`src/verilog/rw_gen_ctrl_pkg.sv`:
```
/*
 * Control constants for the read/write generator
 * FIFO sizing, count width and the generator state enum
 */
package rw_gen_ctrl_pkg;

    // ----------------------------------------------------------
    // FIFO sizing
    // ----------------------------------------------------------
    // Depth must stay a power of two, pointers wrap naturally
    localparam int FIFO_DEPTH = 16;

    // Leaves room for the two kernel stages plus margin
    localparam int PROG_FULL_THRESH = 12;

    // ----------------------------------------------------------
    // Counters and states
    // ----------------------------------------------------------
    localparam int COUNT_W = 16;

    typedef logic [COUNT_W-1:0] count_t;

    typedef enum logic [1:0] {
        GEN_IDLE  = 2'd0,
        GEN_BUSY  = 2'd1,
        GEN_PAUSE = 2'd2,
        GEN_DRAIN = 2'd3
    } rw_gen_state_e;

endpackage : rw_gen_ctrl_pkg

```
`src/verilog/rw_gen_types_pkg.sv`:
```
/*
 * Data types for the read/write generator
 * Element, memory request and job configuration packets, opcode enum
 */
package rw_gen_types_pkg;
    import rw_gen_ctrl_pkg::*;

    localparam int ADDR_W = 32;
    localparam int DATA_W = 32;
    localparam int SEQ_W  = 8;

    typedef logic [ADDR_W-1:0] addr_t;
    typedef logic [DATA_W-1:0] data_t;
    typedef logic [SEQ_W-1:0]  seq_t;

    typedef enum logic {
        RW_OP_READ  = 1'b0,
        RW_OP_WRITE = 1'b1
    } rw_opcode_e;

    // Element as it arrives from the engine
    typedef struct packed {
        data_t data;
        seq_t  seq;
    } element_t;

    // One request towards memory
    typedef struct packed {
        rw_opcode_e opcode;
        addr_t      address;
        data_t      data;
        seq_t       seq;
    } mem_request_t;

    // Job latched on start
    typedef struct packed {
        rw_opcode_e opcode;
        addr_t      base_address;
        addr_t      stride;
        count_t     count;
        logic       wait_responses;
    } job_config_t;

endpackage : rw_gen_types_pkg

```
`src/verilog/rw_gen_stream_if.sv`:
```
/*
 * Valid/ready element stream between input FIFO and kernel
 */
`timescale 1ns/1ps

interface rw_gen_stream_if
    import rw_gen_types_pkg::*;
();
    // Transfer on a clock edge with valid and ready both high
    logic     valid;
    logic     ready;
    element_t element;
    // Sink flags the pop of the job's final element
    logic     last_pop;

    modport source (
        output valid,
        output element,
        input  ready,
        input  last_pop
    );

    modport sink (
        input  valid,
        input  element,
        output ready,
        output last_pop
    );

endinterface : rw_gen_stream_if

```
`src/verilog/rw_gen_fifo.sv`:
```
/*
 * Synchronous FIFO on a circular buffer
 * Registered occupancy count with empty, full and programmable-full flags
 */
`timescale 1ns/1ps

module rw_gen_fifo #(
    parameter int WIDTH       = 32,
    parameter int DEPTH       = 16,
    parameter int PROG_THRESH = 12
) (
    input  logic             ap_clk,
    input  logic             areset_generator,
    input  logic             push,
    input  logic [WIDTH-1:0] din,
    input  logic             pop,
    output logic [WIDTH-1:0] dout,
    output logic             empty,
    output logic             full,
    output logic             prog_full
);

    logic [WIDTH-1:0]           mem [DEPTH];
    logic [$clog2(DEPTH)-1:0]   wr_ptr;
    logic [$clog2(DEPTH)-1:0]   rd_ptr;
    logic [$clog2(DEPTH+1)-1:0] count;
    logic                       do_push;
    logic                       do_pop;

    // Writes to a full FIFO and reads from an empty one are dropped
    assign do_push = push & ~full;
    assign do_pop  = pop & ~empty;

    // ----------------------------------------------------------
    // Storage
    // ----------------------------------------------------------
    always_ff @(posedge ap_clk) begin
        if (do_push) begin
            mem[wr_ptr] <= din;
        end
    end

    // Head entry visible whenever not empty
    assign dout = mem[rd_ptr];

    // ----------------------------------------------------------
    // Pointers and occupancy
    // ----------------------------------------------------------
    always_ff @(posedge ap_clk) begin
        if (areset_generator) begin
            wr_ptr <= '0;
            rd_ptr <= '0;
            count  <= '0;
        end else begin
            if (do_push) begin
                wr_ptr <= wr_ptr + 1'b1;
            end
            if (do_pop) begin
                rd_ptr <= rd_ptr + 1'b1;
            end
            case ({do_push, do_pop})
                2'b10:   count <= count + 1'b1;
                2'b01:   count <= count - 1'b1;
                default: count <= count;
            endcase
        end
    end

    // Flags straight from the registered count
    assign empty     = (count == '0);
    assign full      = (count == ($clog2(DEPTH+1))'(DEPTH));
    assign prog_full = (count >= ($clog2(DEPTH+1))'(PROG_THRESH));

endmodule : rw_gen_fifo

```
`src/verilog/rw_gen_kernel.sv`:
```
/*
 * Two-stage address generation pipeline
 * Stage one pops and computes index times stride, stage two adds base
 */
`timescale 1ns/1ps

module rw_gen_kernel
    import rw_gen_ctrl_pkg::*;
    import rw_gen_types_pkg::*;
(
    input  logic          ap_clk,
    input  logic          areset_generator,
    rw_gen_stream_if.sink elem_stream,
    input  logic          pop_enable,
    input  job_config_t   job,
    output logic          accept,
    output logic          req_push,
    output mem_request_t  req_packet
);

    logic     fire;
    count_t   elem_index;
    logic     s1_valid;
    element_t s1_element;
    addr_t    s1_offset;

    // No backpressure inside, request FIFO threshold keeps room
    assign elem_stream.ready    = pop_enable;
    assign fire                 = elem_stream.valid & elem_stream.ready;
    assign elem_stream.last_pop = fire & (elem_index == job.count - 1'b1);
    assign accept               = fire;

    // Running index, back to zero after the final pop of a job
    // so it survives pauses in the middle
    always_ff @(posedge ap_clk) begin
        if (areset_generator) begin
            elem_index <= '0;
        end else if (elem_stream.last_pop) begin
            elem_index <= '0;
        end else if (fire) begin
            elem_index <= elem_index + 1'b1;
        end
    end

    // ----------------------------------------------------------
    // Stage one
    // ----------------------------------------------------------
    always_ff @(posedge ap_clk) begin
        if (areset_generator) begin
            s1_valid <= 1'b0;
        end else begin
            s1_valid <= fire;
        end
    end

    always_ff @(posedge ap_clk) begin
        if (fire) begin
            s1_element <= elem_stream.element;
            s1_offset  <= addr_t'(elem_index) * job.stride;
        end
    end

    // ----------------------------------------------------------
    // Stage two
    // ----------------------------------------------------------
    always_ff @(posedge ap_clk) begin
        if (areset_generator) begin
            req_push <= 1'b0;
        end else begin
            req_push <= s1_valid;
        end
    end

    always_ff @(posedge ap_clk) begin
        if (s1_valid) begin
            req_packet.opcode  <= job.opcode;
            req_packet.address <= job.base_address + s1_offset;
            req_packet.data    <= s1_element.data;
            req_packet.seq     <= s1_element.seq;
        end
    end

endmodule : rw_gen_kernel

```
`src/verilog/rw_gen_control.sv`:
```
/*
 * Job control for the read/write generator
 * State machine, accepted element count, outstanding responses, done
 */
`timescale 1ns/1ps

module rw_gen_control
    import rw_gen_ctrl_pkg::*;
    import rw_gen_types_pkg::*;
(
    input  logic        ap_clk,
    input  logic        areset_generator,
    input  logic        start,
    input  job_config_t cfg,
    input  logic        accept,
    input  logic        req_fire,
    input  logic        resp_valid,
    input  logic        req_prog_full,
    input  logic        req_empty,
    input  logic        in_empty,
    input  logic        kernel_idle,
    output job_config_t job,
    output logic        pop_enable,
    output logic        done
);

    rw_gen_state_e state;
    rw_gen_state_e next_state;
    count_t        accepted;
    count_t        outstanding;
    logic          all_accepted;
    logic          drained;

    assign all_accepted = (accepted == job.count);

    // Nothing left anywhere in the datapath
    assign drained = kernel_idle & req_empty & in_empty &
                     (~job.wait_responses | (outstanding == '0));

    // ----------------------------------------------------------
    // Generator FSM
    // ----------------------------------------------------------
    always_ff @(posedge ap_clk) begin
        if (areset_generator) begin
            state <= GEN_IDLE;
        end else begin
            state <= next_state;
        end
    end

    always_comb begin
        next_state = state;
        case (state)
            GEN_IDLE: begin
                if (start) begin
                    next_state = GEN_BUSY;
                end
            end
            GEN_BUSY: begin
                if (all_accepted) begin
                    next_state = GEN_DRAIN;
                end else if (req_prog_full) begin
                    next_state = GEN_PAUSE;
                end
            end
            GEN_PAUSE: begin
                if (!req_prog_full) begin
                    next_state = GEN_BUSY;
                end
            end
            GEN_DRAIN: begin
                if (drained) begin
                    next_state = GEN_IDLE;
                end
            end
            default: next_state = GEN_IDLE;
        endcase
    end

    // Config latch, start only honoured while idle
    always_ff @(posedge ap_clk) begin
        if (areset_generator) begin
            job      <= '0;
            accepted <= '0;
        end else if ((state == GEN_IDLE) && start) begin
            job      <= cfg;
            accepted <= '0;
        end else if (accept) begin
            accepted <= accepted + 1'b1;
        end
    end

    // ----------------------------------------------------------
    // Outstanding responses
    // ----------------------------------------------------------
    always_ff @(posedge ap_clk) begin
        if (areset_generator) begin
            outstanding <= '0;
        end else begin
            case ({req_fire, resp_valid})
                2'b10: outstanding <= outstanding + 1'b1;
                2'b01: begin
                    // Stray response does not wrap the counter
                    if (outstanding != '0) begin
                        outstanding <= outstanding - 1'b1;
                    end
                end
                default: outstanding <= outstanding;
            endcase
        end
    end

    assign pop_enable = (state == GEN_BUSY) & ~all_accepted;
    assign done       = (state == GEN_IDLE);

endmodule : rw_gen_control

```
`src/verilog/rw_gen_top.sv`:
```
/*
 * Read/write generator top level
 * Input FIFO, address kernel, request FIFO and job control on plain ports
 */
`timescale 1ns/1ps

module rw_gen_top
    import rw_gen_ctrl_pkg::*;
    import rw_gen_types_pkg::*;
(
    input  logic       ap_clk,
    input  logic       areset,
    input  logic       start,
    input  rw_opcode_e cfg_opcode,
    input  addr_t      cfg_base_address,
    input  addr_t      cfg_stride,
    input  count_t     cfg_count,
    input  logic       cfg_wait_responses,
    input  logic       in_valid,
    input  data_t      in_data,
    input  seq_t       in_seq,
    output logic       in_ready,
    output logic       req_valid,
    input  logic       req_ready,
    output rw_opcode_e req_opcode,
    output addr_t      req_address,
    output data_t      req_data,
    output seq_t       req_seq,
    input  logic       resp_valid,
    output logic       done
);

    logic         areset_generator;
    job_config_t  cfg;
    job_config_t  job;
    element_t     in_element;
    logic         in_full;
    logic         in_empty;
    logic         pop_enable;
    logic         accept;
    logic         accept_q;
    logic         kernel_idle;
    logic         req_push;
    mem_request_t req_packet;
    mem_request_t req_head;
    logic         req_empty;
    logic         req_prog_full;
    logic         req_fire;

    rw_gen_stream_if elem_stream ();

    // One registered reset for the whole generator
    always_ff @(posedge ap_clk) begin
        areset_generator <= areset;
    end

    assign cfg = '{
        opcode:         cfg_opcode,
        base_address:   cfg_base_address,
        stride:         cfg_stride,
        count:          cfg_count,
        wait_responses: cfg_wait_responses
    };

    // ----------------------------------------------------------
    // Input FIFO
    // ----------------------------------------------------------
    assign in_element        = '{data: in_data, seq: in_seq};
    assign in_ready          = ~in_full;
    assign elem_stream.valid = ~in_empty;

    rw_gen_fifo #(
        .WIDTH      ($bits(element_t)),
        .DEPTH      (FIFO_DEPTH),
        .PROG_THRESH(FIFO_DEPTH)
    ) i_in_fifo (
        .ap_clk          (ap_clk),
        .areset_generator(areset_generator),
        .push            (in_valid & ~in_full),
        .din             (in_element),
        .pop             (elem_stream.valid & elem_stream.ready),
        .dout            (elem_stream.element),
        .empty           (in_empty),
        .full            (in_full),
        .prog_full       ()
    );

    // ----------------------------------------------------------
    // Kernel and control
    // ----------------------------------------------------------
    rw_gen_kernel i_kernel (
        .ap_clk          (ap_clk),
        .areset_generator(areset_generator),
        .elem_stream     (elem_stream.sink),
        .pop_enable      (pop_enable),
        .job             (job),
        .accept          (accept),
        .req_push        (req_push),
        .req_packet      (req_packet)
    );

    // Fixed two-stage pipe, so stage valids are accept delayed once and req_push
    always_ff @(posedge ap_clk) begin
        if (areset_generator) begin
            accept_q <= 1'b0;
        end else begin
            accept_q <= accept;
        end
    end

    assign kernel_idle = ~accept_q & ~req_push;

    rw_gen_control i_control (
        .ap_clk          (ap_clk),
        .areset_generator(areset_generator),
        .start           (start),
        .cfg             (cfg),
        .accept          (accept),
        .req_fire        (req_fire),
        .resp_valid      (resp_valid),
        .req_prog_full   (req_prog_full),
        .req_empty       (req_empty),
        .in_empty        (in_empty),
        .kernel_idle     (kernel_idle),
        .job             (job),
        .pop_enable      (pop_enable),
        .done            (done)
    );

    // ----------------------------------------------------------
    // Request FIFO
    // ----------------------------------------------------------
    assign req_valid = ~req_empty;
    assign req_fire  = req_valid & req_ready;

    rw_gen_fifo #(
        .WIDTH      ($bits(mem_request_t)),
        .DEPTH      (FIFO_DEPTH),
        .PROG_THRESH(PROG_FULL_THRESH)
    ) i_req_fifo (
        .ap_clk          (ap_clk),
        .areset_generator(areset_generator),
        .push            (req_push),
        .din             (req_packet),
        .pop             (req_fire),
        .dout            (req_head),
        .empty           (req_empty),
        .full            (),
        .prog_full       (req_prog_full)
    );

    assign req_opcode  = req_head.opcode;
    assign req_address = req_head.address;
    assign req_data    = req_head.data;
    assign req_seq     = req_head.seq;

endmodule : rw_gen_top

```
`config.mk`:
```
export PLATFORM = sky130hd
export DESIGN_NAME = rw_gen_top
export DESIGN_NICKNAME = d
export VERILOG_FILES = /design/src/verilog/rw_gen_ctrl_pkg.sv /design/src/verilog/rw_gen_types_pkg.sv /design/src/verilog/rw_gen_stream_if.sv /design/src/verilog/rw_gen_fifo.sv /design/src/verilog/rw_gen_kernel.sv /design/src/verilog/rw_gen_control.sv /design/src/verilog/rw_gen_top.sv
export SDC_FILE = /design/constraint.sdc
export NUM_CORES = 2
export LEC_CHECK = 0
export BUFFER_PORTS_ARGS = -buffer_cell sky130_fd_sc_hd__buf_2
export CAP_MARGIN = 5
export CORE_ASPECT_RATIO = 0.75
export CORE_MARGIN = 4
export CORE_UTILIZATION = 50
export CTS_CLUSTER_DIAMETER = 200
export DETAILED_ROUTE_END_ITERATION = 8
export PLACE_DENSITY = 0.66
export SLEW_MARGIN = 20
export SYNTH_ARGS = -nofsm -noshare
export SYNTH_HDL_FRONTEND = slang
export SYNTH_SLANG_ARGS = --single-unit
```
`constraint.sdc`:
```
create_clock -name ap_clk -period 7.7 [get_ports ap_clk]
set_input_delay 1.925 -clock ap_clk [delete_from_list [all_inputs] [get_ports ap_clk]]
set_output_delay 1.925 -clock ap_clk [all_outputs]
set_load 0.02 [all_outputs]
```
; Word level (Yosys, flattened, before mapping)
; Memories as Yosys holds them, arrays and structs flattened. A register that Yosys moved wholly into a read port is not among the register bits.
; Index checks and enable logic that the tools add are counted.
; W data, S select, Z words.
[op_classes]
add_sub_neg = 14
mul = 1
order_cmp = 1
eq_ne = 18
n_mux = 16
bitwise = 22
reduce_logical = 13
[op_table]
columns = op, count
row1 = $add A16 B1 Y16 const B, 3
row2 = $add A32 B32 Y32, 1
row3 = $eq A16 B16 Y1, 2
row4 = $mul A16 B32 Y32, 1
row5 = $pmux W16 S2, 1
row6 = $sub A16 B1 Y16 const B, 2
row7 = $pmux W5 S2, 2
row8 = $add A4 B1 Y4 const B, 4
row9 = $logic_not A16 Y1, 1
row10 = $mux W16, 1
row11 = $reduce_bool A16 Y1, 1
row12 = $and A1 B1 Y1, 13
row13 = $add A5 B1 Y5 const B, 2
row14 = $eq A2 B2 Y1 const B, 5
row15 = $eq A5 B5 Y1 const B, 2
row16 = $logic_not A5 Y1, 2
row17 = $mux W2, 5
row18 = $sub A5 B1 Y5 const B, 2
row19 = $eq A2 B1 Y1 const B, 4
row20 = $mux W4, 2
row21 = $not A1 Y1, 8
row22 = $pmux W2 S4, 1
row23 = $reduce_bool A2 Y1, 3
row24 = $ge A5 B4 Y1 const B, 1
row25 = other kinds (10), 16
[totals]
reg_bits = 266
mem_bits_rw = 1808
in_bits = 128
out_inout_bits = 76
word_cells = 110
mem_count = 2
[memory_table]
columns = name, words, width, rd, rd_ports_with_merged_regs, wr, line_no
row1 = i_req_fifo.mem, 16, 73, 1, 1, 1, rw_gen_fifo.sv:23  ; logic [WIDTH-1:0] mem [DEPTH];
row2 = i_in_fifo.mem, 16, 40, 1, 1, 1, rw_gen_fifo.sv:23

; Logic depth before layout (Yosys ltp)
[depth]
depth_word = 7
mapped_depth = 25
ltp_nobuf = 22

; By module
; A second synthesis with hierarchy kept.
[hier_totals]
cells_unflattened = 5515
hier_area_um2 = 93338.3
[modules_own_cells]
columns = mod, n_inst, cells_each, area_each_um2, seq_area_each_um2
row1 = rw_gen_fifo at i_req_fifo, 1, 1907, 44606.5, 35414.0
row2 = rw_gen_fifo at i_in_fifo, 1, 1110, 24946.4, 19558.8
row3 = rw_gen_kernel, 1, 1876, 18830.6, 4714.5
row4 = rw_gen_control, 1, 612, 4867.2, 2322.2
row5 = rw_gen_top, 1, 10, 87.6, 40.0

; Worst setup path before layout
; No wires, ideal clock.
[synth_timing]
path_type = flip-flop to flip-flop
startpoint = register i_req_fifo.count[2]
endpoint = memory i_req_fifo.mem[3][0] in the netlist's numbering, enable pin
setup_time_ps = 593
arrival_time_ps = 6069
t_required_ps = 7107
slack_ps = 1038
path_stages_with_launch = 5
path_buffers = 0
synth_period_minus_slack_ps = 6662
path_cell_list = dfxtp_1 -> nor4_1 -> a21boi_1 -> nand2_1 -> nor3_1
[synth_via]
elab_chain_cells = 5
[synth_rtl]
columns = element, line_no
row1 = from (decl), rw_gen_fifo.sv:26  ; logic [$clog2(DEPTH+1)-1:0] count;
row2 = from (signal assigned), rw_gen_fifo.sv:62  ; 2'b10: count <= count + 1'b1;
row3 = from (signal assigned), rw_gen_fifo.sv:63  ; 2'b01: count <= count - 1'b1;
row4 = from (signal assigned), rw_gen_fifo.sv:64  ; default: count <= count;
row5 = $eq A5 B5 Y1, rw_gen_fifo.sv:71  ; assign full = (count == ($clog2(DEPTH+1))'(DEPTH));
row6 = $not A1 Y1, rw_gen_fifo.sv:31  ; assign do_push = push & ~full;
row7 = $and A1 B1 Y1, rw_gen_fifo.sv:31
row8 = $mux W1, rw_gen_fifo.sv:38  ; if (do_push) begin
row9 = $mux W1 (implied by the code), rw_gen_fifo.sv:39  ; mem[wr_ptr] <= din;
row10 = to (decl), rw_gen_fifo.sv:23
; No other way between the ends.

; Worst setup path after layout
[layout_timing]
startpoint = register i_kernel.elem_index[8]
endpoint = register i_kernel.s1_offset[25], data pin
[layout_via]
elab_chain_cells = 1
[layout_rtl]
columns = element, line_no
row1 = from (decl), rw_gen_kernel.sv:22  ; count_t elem_index;
row2 = from (signal assigned), rw_gen_kernel.sv:41  ; elem_index <= elem_index + 1'b1;
row3 = $mul A16 B32 Y32, rw_gen_kernel.sv:59  ; s1_offset <= addr_t'(elem_index) * job.stride;
row4 = to (signal assigned), rw_gen_kernel.sv:59
row5 = to (decl), rw_gen_kernel.sv:25  ; addr_t s1_offset;
; No other way between the ends.
; A chain may end at the register's enable or synchronous reset.

==> flow_metrics.env <==
export IMPL_portBuffers=203
export IMPL_nNetsFinal=6350
export IMPL_cpLargestDelayFamily="adder cells"
export IMPL_regToRegSetupSlack_ns=0.82
export IMPL_drt_iter0_drc=5072
export IMPL_synth_seq_cells=2118
export IMPL_synth_edf_count=1953
export IMPL_htree_levels=4
export IMPL_slew_headroom_pct=28.1
export IMPL_rr_worst_depth=19
export IMPL_crit_path_start_kind="flip-flop"
export IMPL_overflow=0
export IMPL_vias=49300
export IMPL_drc=0
export IMPL_grt_max_degree=134
export IMPL_power_density_nw_per_um2=262
export IMPL_regToRegEndpoint="i_kernel.s1_offset[25]"
export IMPL_hp_start="i_kernel.s1_element[3]"
export IMPL_timing_critical_path_buf_inv=3
export IMPL_die_area_um2=194000
export IMPL_hold_class="flip-flop to flip-flop"
export IMPL_synth_flop_cell="edfxtp_1"
export IMPL_layout_commonest_cell="edfxtp_1"
export IMPL_clock_skew_final_ns=0.0875
export IMPL_critical_path_arrival_ns=7.40
export IMPL_synth_top_cell_area_share_pct=62.8
export IMPL_yosysTopAreaCell="edfxtp_1"
export IMPL_routed_wl_um=218000
export IMPL_place_congestion=0.882
export IMPL_first_pass_iters=5
export IMPL_maxCapViolations=0
export IMPL_finalPower_uw=27300
export IMPL_synth_area_top_cells="edfxtp_1 (63%), mux4_2 (11%), fa_1 (6.6%), dfxtp_1 (3.5%), nand2_1 (2.2%)"
export IMPL_die_h_um=382
export IMPL_worst_hold_path_endpoint="i_kernel.req_packet[3]"
export IMPL_yosys_warnings=0
export IMPL_finalHoldViolCount=0
export IMPL_syn_num_nets=6119
export IMPL_grt_pass1_wl_um=328000
export IMPL_antenna_left=0
export IMPL_cp_slowest_cell="dfxtp_1"
export IMPL_clk_latency_ns=0.85
export IMPL_fin_crit_sh_pct=89.3
export IMPL_tightestPinTransition_ns=1.08
export IMPL_fin_crit_ns=6.88
export IMPL_clock_path_buffers=3
export IMPL_avgRoutedWirePerCell_um=25.8
export IMPL_antenna_found_initial=32
export IMPL_path_depth=19
export IMPL_grt_total_usage_pct=22.7
export IMPL_cp_cell_sequence="nand2_1 -> fa_1 -> inv_1 -> fa_1 -> inv_1 -> fa_1 -> fa_1 -> fa_1 -> fa_1 -> inv_1 -> ha_1 -> nand2_1 -> nor2_1 -> nand3_1 -> a31oi_1 -> o41ai_1 -> o311ai_0 -> nand3_1 -> o311a_1"
export IMPL_start_util_pct=50.2
export IMPL_vias_per_cell=5.83
export IMPL_area_delta_synth_final_pct=11.6
export IMPL_reg2reg_from="i_kernel.elem_index[8]"
export IMPL_p_int_uw=20400
export IMPL_leakage_uw=0.0347
export IMPL_finalSetupViolCount=0
export IMPL_cts_buffers=197
export IMPL_max_vdd_ir_drop_mv=0.305
export IMPL_post_dp_hpwl_um=127000
export IMPL_max_freq_ghz=0.145
export IMPL_power_share_clock_pct=35.8
export IMPL_die_x_um=507
export IMPL_synth_avg_cell_area_um2=16.8
export IMPL_max_stage_delay_ns=1.02
export IMPL_drive_gt1_share_pct=19.0
export IMPL_netlist_instances=5552
export IMPL_core_area_um2=186000
export IMPL_async_reset_ff_share_pct=0
export IMPL_worst_setup_path_type="flip-flop to flip-flop"
export IMPL_cts_sinks=2118
export IMPL_cts_setup_buffers=0
export IMPL_min_path_cells=0
export IMPL_clkTransAtPathRegs_ns=0.06
export IMPL_drv_slew=0
export IMPL_cts_root_buf="clkbuf_16"
export IMPL_rows=137
export IMPL_comb_power_share_pct=14.4
export IMPL_p_seq_share_pct=49.8
export IMPL_crit_fanout=22
export IMPL_final_cell_mix="edfxtp_1 (1953), nand2_1 (547), mux4_2 (445)"
export IMPL_ys_seq_area_share_pct=66.4
export IMPL_cts_tree="done"
export IMPL_yosysUniqueCellTypes=73
export IMPL_netlist_area_um2=93400
export IMPL_required_ns=8.22
export IMPL_ios=204
export IMPL_grt_pass1_vias=50000
export IMPL_netSwitchingFraction_pct=25.1
export IMPL_cts_resized_gates=0
export IMPL_p_switching_uw=6830
export IMPL_rsz0062_at_grt="false"
export IMPL_status="complete, no violations"
export IMPL_endpoint_kind="flip-flop"
export IMPL_cp_common_cell="fa_1"
export IMPL_tns_ns=0
export IMPL_ctsHoldBuffers=0
## sequential cells by signal (all words and copies together), names as in the netlist, 4 cells and up, named ones only
signal / count
i_in_fifo.wr_ptr: 4
i_in_fifo.count: 5
i_control.accepted: 16
i_req_fifo.count: 5
i_in_fifo.rd_ptr: 4
i_kernel.req_packet: 73
i_req_fifo.rd_ptr: 4
i_kernel.s1_element: 40
i_control.job: 82
i_req_fifo.wr_ptr: 4
i_control.outstanding: 16
i_req_fifo.mem: 1168
i_kernel.s1_offset: 32
i_in_fifo.mem: 640
i_kernel.elem_index: 16
## metal layers
layer	part of all wire [%]	global-route usage, %
met5	0.011	0
met4	2.3	6.03
met1	44	34.3
met3	7.4	4.12
met2	46	34.3
## how the worst max path moves through the flow
| stage | startpoint | endpoint | slack (ns) |
|---|---|---|---|
| 6_report | i_kernel.elem_index[8] | i_kernel.s1_offset[25] | 0.82 |
| 5_1_grt | i_kernel.elem_index[8] | i_kernel.s1_offset[31] | 0.47 |
| 4_1_cts | i_kernel.elem_index[1] | i_kernel.s1_offset[31] | 0.91 |
| 3_5_place_dp | i_kernel.elem_index[1] | i_kernel.s1_offset[31] | 0.98 |
| 3_3_place_gp | i_kernel.elem_index[10] | i_kernel.s1_offset[31] | 1.11 |
| 2_1_floorplan | i_req_fifo.count[2] | i_req_fifo.mem[3][0] | 1.04 |
## worst reg2reg max path, stage by stage, from the launching register on
cell	delay [ns]
dfxtp_1	1.02
nand2_1	0.20
fa_1	0.54
inv_1	0.05
fa_1	0.39
inv_1	0.09
fa_1	0.44
fa_1	0.62
fa_1	0.47
fa_1	0.51
inv_1	0.04
ha_1	0.33
nand2_1	0.12
nor2_1	0.14
nand3_1	0.14
a31oi_1	0.37
o41ai_1	0.14
o311ai_0	0.64
nand3_1	0.16
o311a_1	0.16
## power by group through the flow
stage                     clock network (µW)  logic (µW)  registers (µW)
after floorplan                            0        2970           13600
after global placement                     0        3920           13800
after detailed placement                   0        3970           13800
after CTS                               9950        3990           13600
after global routing                   10500        4280           13600
final                                   9750        3940           13600
## logic make-up after synthesis
kind of cell             synth area share (%)
AO/OA/AOI/OAI                            3.52
XOR/XNOR                                 1.57
adder cells (fa/ha/maj)                  8.36
buffers and inverters                    2.69
flip-flops                               66.4
multiplexers                             12.6
AND/OR/NAND/NOR                          4.89
## cell type report
cell class / instances / area, µm²
fillers: 14300 / 81600
flip-flops and latches: 2118 / 62000
multi-input cells: 2770 / 29100
clock buffers: 253 / 5230
well taps: 2502 / 3130
repair buffers: 315 / 2010
inverters: 381 / 1430
clock inverters: 107 / 1260
diodes: 15 / 37.5
## Yosys cell counts (all sizes together) (7+ instances only)
cell / n
edfxtp: 1953
nand2: 548
mux4: 445
inv: 381
fa: 308
clkbuf: 218
a21oi: 207
dfxtp: 165
and2: 143
nor2: 143
ha: 131
mux2i: 129
o21ai: 128
xnor2: 119
buf: 65
xor2: 48
nor3: 47
a221oi: 43
mux2: 41
a22oi: 40
nand3: 33
nand4: 22
a21o: 20
or3: 16
o21a: 15
nor2b: 14
nand2b: 13
nor4: 13
a211oi: 9
a31oi: 7
and3: 7
o211ai: 7
## per-stage QoR
stage                     setup slack, ns  cell area, µm²  hold slack [ns]  cells  utilization, %
after global routing                0.467          104000            0.429   8451            56.1
after detailed placement            0.981           97700            0.405   8086            52.6
final                               0.821          104000            0.420   8461            56.1
after global placement               1.11           97700            0.405   8085            52.6
after floorplan                      1.04           93400            0.400   5552               -
after CTS                           0.906          104000            0.418   8446            56.1
Note: power is estimated with default switching activity, not from simulation.
